File: config.mk
export PLATFORM = sky130hd
export DESIGN_NAME = pcs_tx_top
export DESIGN_NICKNAME = d
export VERILOG_FILES = /design/src/source/pcs_tx_pkg.sv /design/src/source/mii_blk_if.sv /design/src/source/scram_lane.sv /design/src/source/scramble_new.sv /design/src/source/am_inserter.sv /design/src/source/pcs_tx_top.sv
export SDC_FILE = /design/constraint.sdc
export NUM_CORES = 1
export LEC_CHECK = 0
export ABC_AREA = 0
export BUFFER_PORTS_ARGS = -buffer_cell sky130_fd_sc_hd__buf_2
export CAP_MARGIN = 15
export CORE_ASPECT_RATIO = 0.7
export CORE_MARGIN = 8
export CORE_UTILIZATION = 56
export CTS_CLUSTER_SIZE = 40
export DETAILED_ROUTE_END_ITERATION = 8
export PLACE_DENSITY = 0.83
export SYNTH_ARGS = -nofsm -noshare
export SYNTH_HDL_FRONTEND = slang
export SYNTH_SLANG_ARGS = --single-unit
File: constraint.sdc
create_clock -name tclk -period 1.7 [get_ports tclk]
set_input_delay 0.085 -clock tclk [delete_from_list [all_inputs] [get_ports tclk]]
set_output_delay 0.085 -clock tclk [all_outputs]
set_load 0.005 [all_outputs]
File: src/source/pcs_tx_pkg.sv
// ====================
// PCS TX shared types
// ====================

package pcs_tx_pkg;

    // One 64b/66b block payload
    typedef logic [63:0] blk_data_t;

    // Sync header, 01 data and 10 control
    typedef logic [1:0] blk_sync_t;

    // Scrambler history, one bit per delay element
    typedef logic [57:0] scram_state_t;

    localparam blk_sync_t SYNC_CTRL = 2'b10;

    // Lane 0 style marker with the BIP fields left at zero
    localparam blk_data_t AM_PATTERN = 64'hC168_2100_3E97_DE00;

    localparam scram_state_t SCRAM_SEED = {58{1'b1}}; // State after reset

    // Taps of 1 + x^39 + x^58
    localparam int SCRAM_TAP_A = 39;
    localparam int SCRAM_TAP_B = 58;

endpackage

File: src/source/mii_blk_if.sv
// ====================
// Block stream interface
// ====================

`timescale 1ns/1ps

interface mii_blk_if #(
    parameter int DATA_WD = 64
);

    logic [DATA_WD-1:0]    d;    // Block payload
    pcs_tx_pkg::blk_sync_t sync;
    logic                  vld;  // One block per high cycle
    logic                  am;   // Marker block, only with vld

    modport src (
        output d,
        output sync,
        output vld,
        output am
    );

    modport snk (
        input d,
        input sync,
        input vld,
        input am
    );

endinterface

File: src/source/scram_lane.sv
// ====================
// 58-bit self-sync scrambler
// ====================

`timescale 1ns/1ps

module scram_lane #(
    parameter int DATA_WD = 64
) (
    input  logic               tclk,
    input  logic               rst_tclk,
    input  logic [DATA_WD-1:0] din,
    input  logic               din_valid,
    output logic [DATA_WD-1:0] dout,
    output logic               dout_valid
);

    localparam int TAP_A    = pcs_tx_pkg::SCRAM_TAP_A;
    localparam int TAP_B    = pcs_tx_pkg::SCRAM_TAP_B;
    localparam int STATE_WD = $bits(pcs_tx_pkg::scram_state_t);
    localparam int CHAIN_WD = STATE_WD + DATA_WD;

    logic [DATA_WD-1:0]       din_q;
    logic                     din_valid_q;
    pcs_tx_pkg::scram_state_t state;
    logic [CHAIN_WD-1:0]      chain;

    // Low bits hold the old state, newest history bit at STATE_WD-1.
    // Each scrambled bit lands above the history it was built from.
    function automatic logic [CHAIN_WD-1:0] scr_chain(
        input pcs_tx_pkg::scram_state_t st,
        input logic [DATA_WD-1:0]       d
    );
        logic [CHAIN_WD-1:0] c;
        c = '0;
        c[STATE_WD-1:0] = st;
        for (int i = 0; i < DATA_WD; i++) begin
            c[STATE_WD+i] = d[i] ^ c[STATE_WD+i-TAP_A] ^ c[STATE_WD+i-TAP_B];
        end
        return c;
    endfunction

    // Stage one
    always_ff @(posedge tclk) begin
        din_q <= din;
    end

    always_ff @(posedge tclk) begin
        if (rst_tclk) begin
            din_valid_q <= 1'b0;
        end else begin
            din_valid_q <= din_valid;
        end
    end

    assign chain = scr_chain(state, din_q);

    // Stage two, state moves only on a valid block
    always_ff @(posedge tclk) begin
        if (rst_tclk) begin
            state      <= pcs_tx_pkg::SCRAM_SEED;
            dout       <= '0;
            dout_valid <= 1'b0;
        end else begin
            dout_valid <= din_valid_q;
            if (din_valid_q) begin
                dout  <= chain[STATE_WD +: DATA_WD];
                state <= chain[DATA_WD +: STATE_WD]; // Last 58 scrambled bits
            end else begin
                dout <= din_q;                       // Idle or marker, untouched
            end
        end
    end

endmodule

File: src/source/scramble_new.sv
// ====================
// TX scramble wrapper
// ====================

`timescale 1ns/1ps

module scramble_new #(
    parameter int DATA_WD = 64,
    parameter int BYPASS  = 0
) (
    input  logic                  tclk,
    input  logic                  rst_tclk,
    mii_blk_if.snk                blk,
    output pcs_tx_pkg::blk_data_t d_scr,
    output pcs_tx_pkg::blk_sync_t sync_scr,
    output logic                  vld,
    output logic                  am
);

    generate
        if (BYPASS != 0) begin : g_bypass
            // FlexE or OTN use, stream goes out as received
            always_ff @(posedge tclk) begin
                if (rst_tclk) begin
                    d_scr    <= '0;
                    sync_scr <= '0;
                    vld      <= 1'b0;
                    am       <= 1'b0;
                end else begin
                    d_scr    <= pcs_tx_pkg::blk_data_t'(blk.d);
                    sync_scr <= blk.sync;
                    vld      <= blk.vld;
                    am       <= blk.am;
                end
            end
        end else begin : g_scram
            logic [DATA_WD-1:0]    lane_dout;
            logic                  lane_vld;
            logic                  lane_din_vld;
            pcs_tx_pkg::blk_sync_t sync_q;
            logic                  am_q;

            // Markers bypass the scrambler and leave its state alone
            assign lane_din_vld = blk.vld & ~blk.am;

            scram_lane #(
                .DATA_WD (DATA_WD)
            ) scram_lane_i (
                .tclk       (tclk),
                .rst_tclk   (rst_tclk),
                .din        (blk.d),
                .din_valid  (lane_din_vld),
                .dout       (lane_dout),
                .dout_valid (lane_vld)
            );

            // Two flops to match the lane
            always_ff @(posedge tclk) begin
                if (rst_tclk) begin
                    sync_q   <= '0;
                    sync_scr <= '0;
                    am_q     <= 1'b0;
                    am       <= 1'b0;
                end else begin
                    sync_q   <= blk.sync;
                    sync_scr <= sync_q;
                    am_q     <= blk.am;
                    am       <= am_q;
                end
            end

            assign d_scr = pcs_tx_pkg::blk_data_t'(lane_dout);
            assign vld   = lane_vld | am; // Lane valid never covers a marker
        end
    endgenerate

endmodule

File: src/source/am_inserter.sv
// ====================
// Alignment marker insert
// ====================

`timescale 1ns/1ps

module am_inserter #(
    parameter int DATA_WD   = 64,
    parameter int AM_PERIOD = 16
) (
    input  logic                  tclk,
    input  logic                  rst_tclk,
    input  pcs_tx_pkg::blk_data_t in_d,
    input  pcs_tx_pkg::blk_sync_t in_sync,
    input  logic                  in_vld,
    mii_blk_if.src                blk
);

    localparam int CNT_WD = $clog2(AM_PERIOD + 1);
    localparam logic [CNT_WD-1:0] CNT_LAST = CNT_WD'(AM_PERIOD - 1);

    logic [CNT_WD-1:0] blk_cnt;
    logic              am_pend;
    logic              am_slot;

    // First idle cycle with a marker owed
    assign am_slot = am_pend & ~in_vld;

    // Data block count and pending marker
    always_ff @(posedge tclk) begin
        if (rst_tclk) begin
            blk_cnt <= '0;
            am_pend <= 1'b0;
        end else begin
            if (in_vld) begin
                if (blk_cnt == CNT_LAST) begin
                    blk_cnt <= '0;
                    am_pend <= 1'b1;
                end else begin
                    blk_cnt <= blk_cnt + 1'b1;
                end
            end else if (am_slot) begin
                am_pend <= 1'b0;
            end
        end
    end

    // Payload, no reset
    always_ff @(posedge tclk) begin
        if (am_slot) begin
            blk.d    <= DATA_WD'(pcs_tx_pkg::AM_PATTERN);
            blk.sync <= pcs_tx_pkg::SYNC_CTRL;
        end else begin
            blk.d    <= DATA_WD'(in_d);
            blk.sync <= in_sync;
        end
    end

    always_ff @(posedge tclk) begin
        if (rst_tclk) begin
            blk.vld <= 1'b0;
            blk.am  <= 1'b0;
        end else begin
            blk.vld <= in_vld | am_slot;
            blk.am  <= am_slot;
        end
    end

endmodule

File: src/source/pcs_tx_top.sv
// ====================
// PCS TX slice top
// ====================

`timescale 1ns/1ps

module pcs_tx_top #(
    parameter int DATA_WD   = 64,
    parameter int BYPASS    = 0,
    parameter int AM_PERIOD = 16
) (
    input  logic                  tclk,
    input  logic                  rst_tclk,

    // From the encoder side
    input  pcs_tx_pkg::blk_data_t tx_d,
    input  pcs_tx_pkg::blk_sync_t tx_sync,
    input  logic                  tx_vld,

    // Towards the gearbox
    output pcs_tx_pkg::blk_data_t tx_d_scr,
    output pcs_tx_pkg::blk_sync_t tx_sync_scr,
    output logic                  tx_vld_scr,
    output logic                  tx_am
);

    mii_blk_if #(
        .DATA_WD (DATA_WD)
    ) blk_am ();

    am_inserter #(
        .DATA_WD   (DATA_WD),
        .AM_PERIOD (AM_PERIOD)
    ) am_inserter_i (
        .tclk     (tclk),
        .rst_tclk (rst_tclk),
        .in_d     (tx_d),
        .in_sync  (tx_sync),
        .in_vld   (tx_vld),
        .blk      (blk_am.src)
    );

    scramble_new #(
        .DATA_WD (DATA_WD),
        .BYPASS  (BYPASS)
    ) scramble_new_i (
        .tclk     (tclk),
        .rst_tclk (rst_tclk),
        .blk      (blk_am.snk),
        .d_scr    (tx_d_scr),
        .sync_scr (tx_sync_scr),
        .vld      (tx_vld_scr),
        .am       (tx_am)
    );

endmodule

==> results.md <==
- Fmax achieved: 631 MHz
- Grt total ovfl: 0
- Area delta synth->final: 26.0%
- Max-Slew Margin vs Limit: 0.571
- Required time worst endpoint: 2.07 ns
- DRT Pass-1 Iters: 5
- Die ar.: 0.0215 mm²
- Post-synthesis cell count: 909
- Detailed Place HPWL: 15.3 mm
- Routed length per instance: 16.9 µm
- Initial core utilization: 0.563
- Dpl cell area: 0.0105 mm²
- Post-synthesis register bit count: 268
- GR Util met2: 0.312
- Met3 Resource Use GR: 0.0556
- Final Routed Wirelength: 22.9 mm
- Post-CTS sizing: 0
- Mux contribution to synthesized area: 0
- Synth Area in Adders: 0.00131
- RePlAce Congestion: 0.854
- Die width: 172 µm
- Sequential share of power: 0.494
- Hold Path Origin: rst_tclk
- Comb power frac: 0.107
- RSZ-0062 raised after global routing: no
- Core region area: 0.0169 mm²
- # fillers: 1183
- Drt drc: 0
- Synth async-reset ratio: 0
- Clock power frac: 0.399
- Clk pin slew, worst setup/hold paths: 0.07 ns
- Max Slew Vio Count: 0
- CTS tree: built
- Post-synth EDFFs: 0
- CP Capture Type: flop
- Start of the worst register-to-register path: scramble_new_i.g_scram.scram_lane_i.din_valid_q
- CTS H-tree lvls: 1
- Num CTS Buffers: 24
- Fin area: 0.0120 mm²
- CTS sink count: 268
- P_int: 10.7 mW
- Multi-input logic area: 0.00396 mm²
- Nets: 1179
- Crit-path max FO: 58
- Status: completed
- Syn Area/Cell: 10.5 µm²
- Post-Synthesis Cell Area: 0.00952 mm²
- Cell row count: 40
- Synth Area in Simple Gates: 0.143
- Post-DRT Antenna Nets: 0
- Switch share: 0.233
- Root buffer cell: clkbuf_16
- Most used routing layer: met2
- Hold WC Path Type: primary input to flop
- Worst r2r path cells: 4
- Compound-Gate Fraction of Synth Area: 0.0811
- Mapped Nets: 979
- Initial antenna violation count: 0
- Final Power: 14.0 mW
- CTS max path bufs: 3
- Lkg Pwr: 5.13 nW
- Avg Vias per Cell: 4.96
- Worst Setup SP: scramble_new_i.g_scram.scram_lane_i.din_valid_q
- Period utilization: 0.932
- # diodes: 0
- Setup CP Type: flop to flop
- Register area: 0.00537 mm²
- Num ports: 137
- First-pass GRT wire length: 35.6 mm
- Min Tclk post-route: 1.58 ns
- Finished Core Util: 0.710
- Seq/Total Area, Yosys: 0.563
- Clk_lat worst skew: 0.51 ns
- Net Switching: 3.26 mW
- DR iter-0 viols: 481
- Synth unique cells: 24
- Worst slew pin tran: 0.643 ns
- Cell Pwr Density: 1160 mW/mm²
- Overall Global Routing Usage: 0.209
- Hold Worst Slack: 0.0715 ns
- Crit start category: flop
- Hold path cells: 2
- Setup TNS: 0 ns
- Die Y: 125 µm
- Max rail drop VDD: 0.867 mV
- Finish-stage setup viols: 0
- Max-cap violation count: 0
- Buffers on Ports: 136
- Ys Warns: 0
- Share of cells above drive strength 1: 0.200
- Via count: 6732
- Largest family of logic cells by synthesized area: XOR/XNOR gates
- Synth Area in XOR/XNOR: 0.191
- Clock skew: 0.0129 ns
- Hold Buf Count CTS: 67
- M1 GR Usage: 0.291
- Vias in the first global route: 6675
- Worst path arrival time: 1.96 ns
- Largest net degree at the start of global routing: 77
- Post-CTS setup buffer count: 0
- Ys flop type: dfxtp_1
- Final hold vios: 0
## power groups by stage
| stage | logic, mW | clock network (mW) | registers (mW) |
|---|---|---|---|
| after floorplan | 0.889 | 0 | 6.96 |
| after global placement | 1.32 | 0 | 7.00 |
| after detailed placement | 1.34 | 0 | 7.02 |
| after CTS | 1.48 | 5.65 | 6.88 |
| after global routing | 1.61 | 5.91 | 6.92 |
| final | 1.49 | 5.58 | 6.89 |
## final timing paths
check                                                                      to  slack, ns
worst max-delay path            scramble_new_i.g_scram.scram_lane_i.state[34]       0.12
worst min-delay path             scramble_new_i.g_scram.scram_lane_i.dout[15]       0.07
worst max register to register  scramble_new_i.g_scram.scram_lane_i.state[34]       0.12
worst min register to register  scramble_new_i.g_scram.scram_lane_i.din_q[36]       0.32
## worst max-delay path, stage by stage (launching register included)
cell,delay [ns]
dfxtp_2,0.36
clkinv_2,0.32
buf_12,0.32
a21oi_1,0.26
nand3_1,0.16
## per-layer routing
metal	routed length [µm]	share of wire
met4	621	0.027
met5	0	0
met2	9670	0.42
met1	10500	0.46
met3	2120	0.092
## registers in the layout (all words and copies together) (netlist names)
| signal | cells |
|---|---|
| am_inserter_i.blk.sync | 2 |
| am_inserter_i.am_pend | 1 |
| scramble_new_i.g_scram.scram_lane_i.din_q | 64 |
| scramble_new_i.g_scram.scram_lane_i.state | 58 |
| scramble_new_i.g_scram.scram_lane_i.din_valid_q | 1 |
| scramble_new_i.am | 1 |
| am_inserter_i.blk.d | 64 |
| am_inserter_i.blk.vld | 1 |
| am_inserter_i.blk.am | 1 |
| scramble_new_i.g_scram.sync_q | 2 |
| scramble_new_i.g_scram.am_q | 1 |
| scramble_new_i.g_scram.scram_lane_i.dout_valid | 1 |
| scramble_new_i.g_scram.scram_lane_i.dout | 64 |
| scramble_new_i.sync_scr | 2 |
| am_inserter_i.blk_cnt | 5 |
## layout by cell type, fill, tap and decap left out, types with 2 or more instances in the layout
cell / n
o21bai_1: 20
nand2_1: 20
bufinv_16: 2
dfxtp_1: 267
xnor2_1: 99
a211o_1: 14
dlygate4sd3_1: 67
a21oi_1: 52
and2_1: 41
o21ai_0: 25
clkbuf_16: 25
nand3_1: 25
nand4_1: 3
clkbuf_1: 3
or3_1: 12
nor3b_1: 2
clkinv_2: 5
xor2_1: 71
clkbuf_8: 7
nor2_1: 131
xor3_2: 13
buf_12: 4
a31o_2: 13
buf_2: 135
nor2b_1: 6
nand2b_1: 40
inv_1: 2
buf_4: 16
## area by class of cell
cell class,count,area share
repair buffers,222,0.129
clock buffers,35,0.0611
inverters,3,0.00104
multi-input cells,590,0.330
well taps,231,0.0241
clock inverters,8,0.00803
flip-flops and latches,268,0.447
## per-stage QoR
step	setup slack [ns]	std cells
6_report	0.116	1357
5_1_grt	0.0163	1357
3_3_place_gp	0.186	1247
2_1_floorplan	0.318	909
3_5_place_dp	0.173	1247
4_1_cts	0.141	1357
## cells in the mapped netlist, drive strengths merged, types with 6 or more instances
master	count	area [µm²]
dfxtp	268	5370
nor2	131	492
xnor2	99	867
xor2	71	622
a21oi	52	260
and2	41	257
nand2b	41	257
clkbuf	33	124
nand3	25	125
o21ai	25	125
nand2	20	75.1
o21bai	20	150
buf	15	66.3
a211o	14	123
a31o	13	114
xor3	13	325
or3	12	75.1
nor2b	6	37.5
## cell families (layout without fill, tap and decap cells)
logic type,count (synthesis),in the layout
DFF,268,268
buffers and inverters,51,268
xor gates and xnor gates,183,183
adders and majority gates,1,1
AOI/OAI and AO/OA,124,124
and+or+nand+nor,282,282
Note: power is estimated with default switching activity, not from simulation.
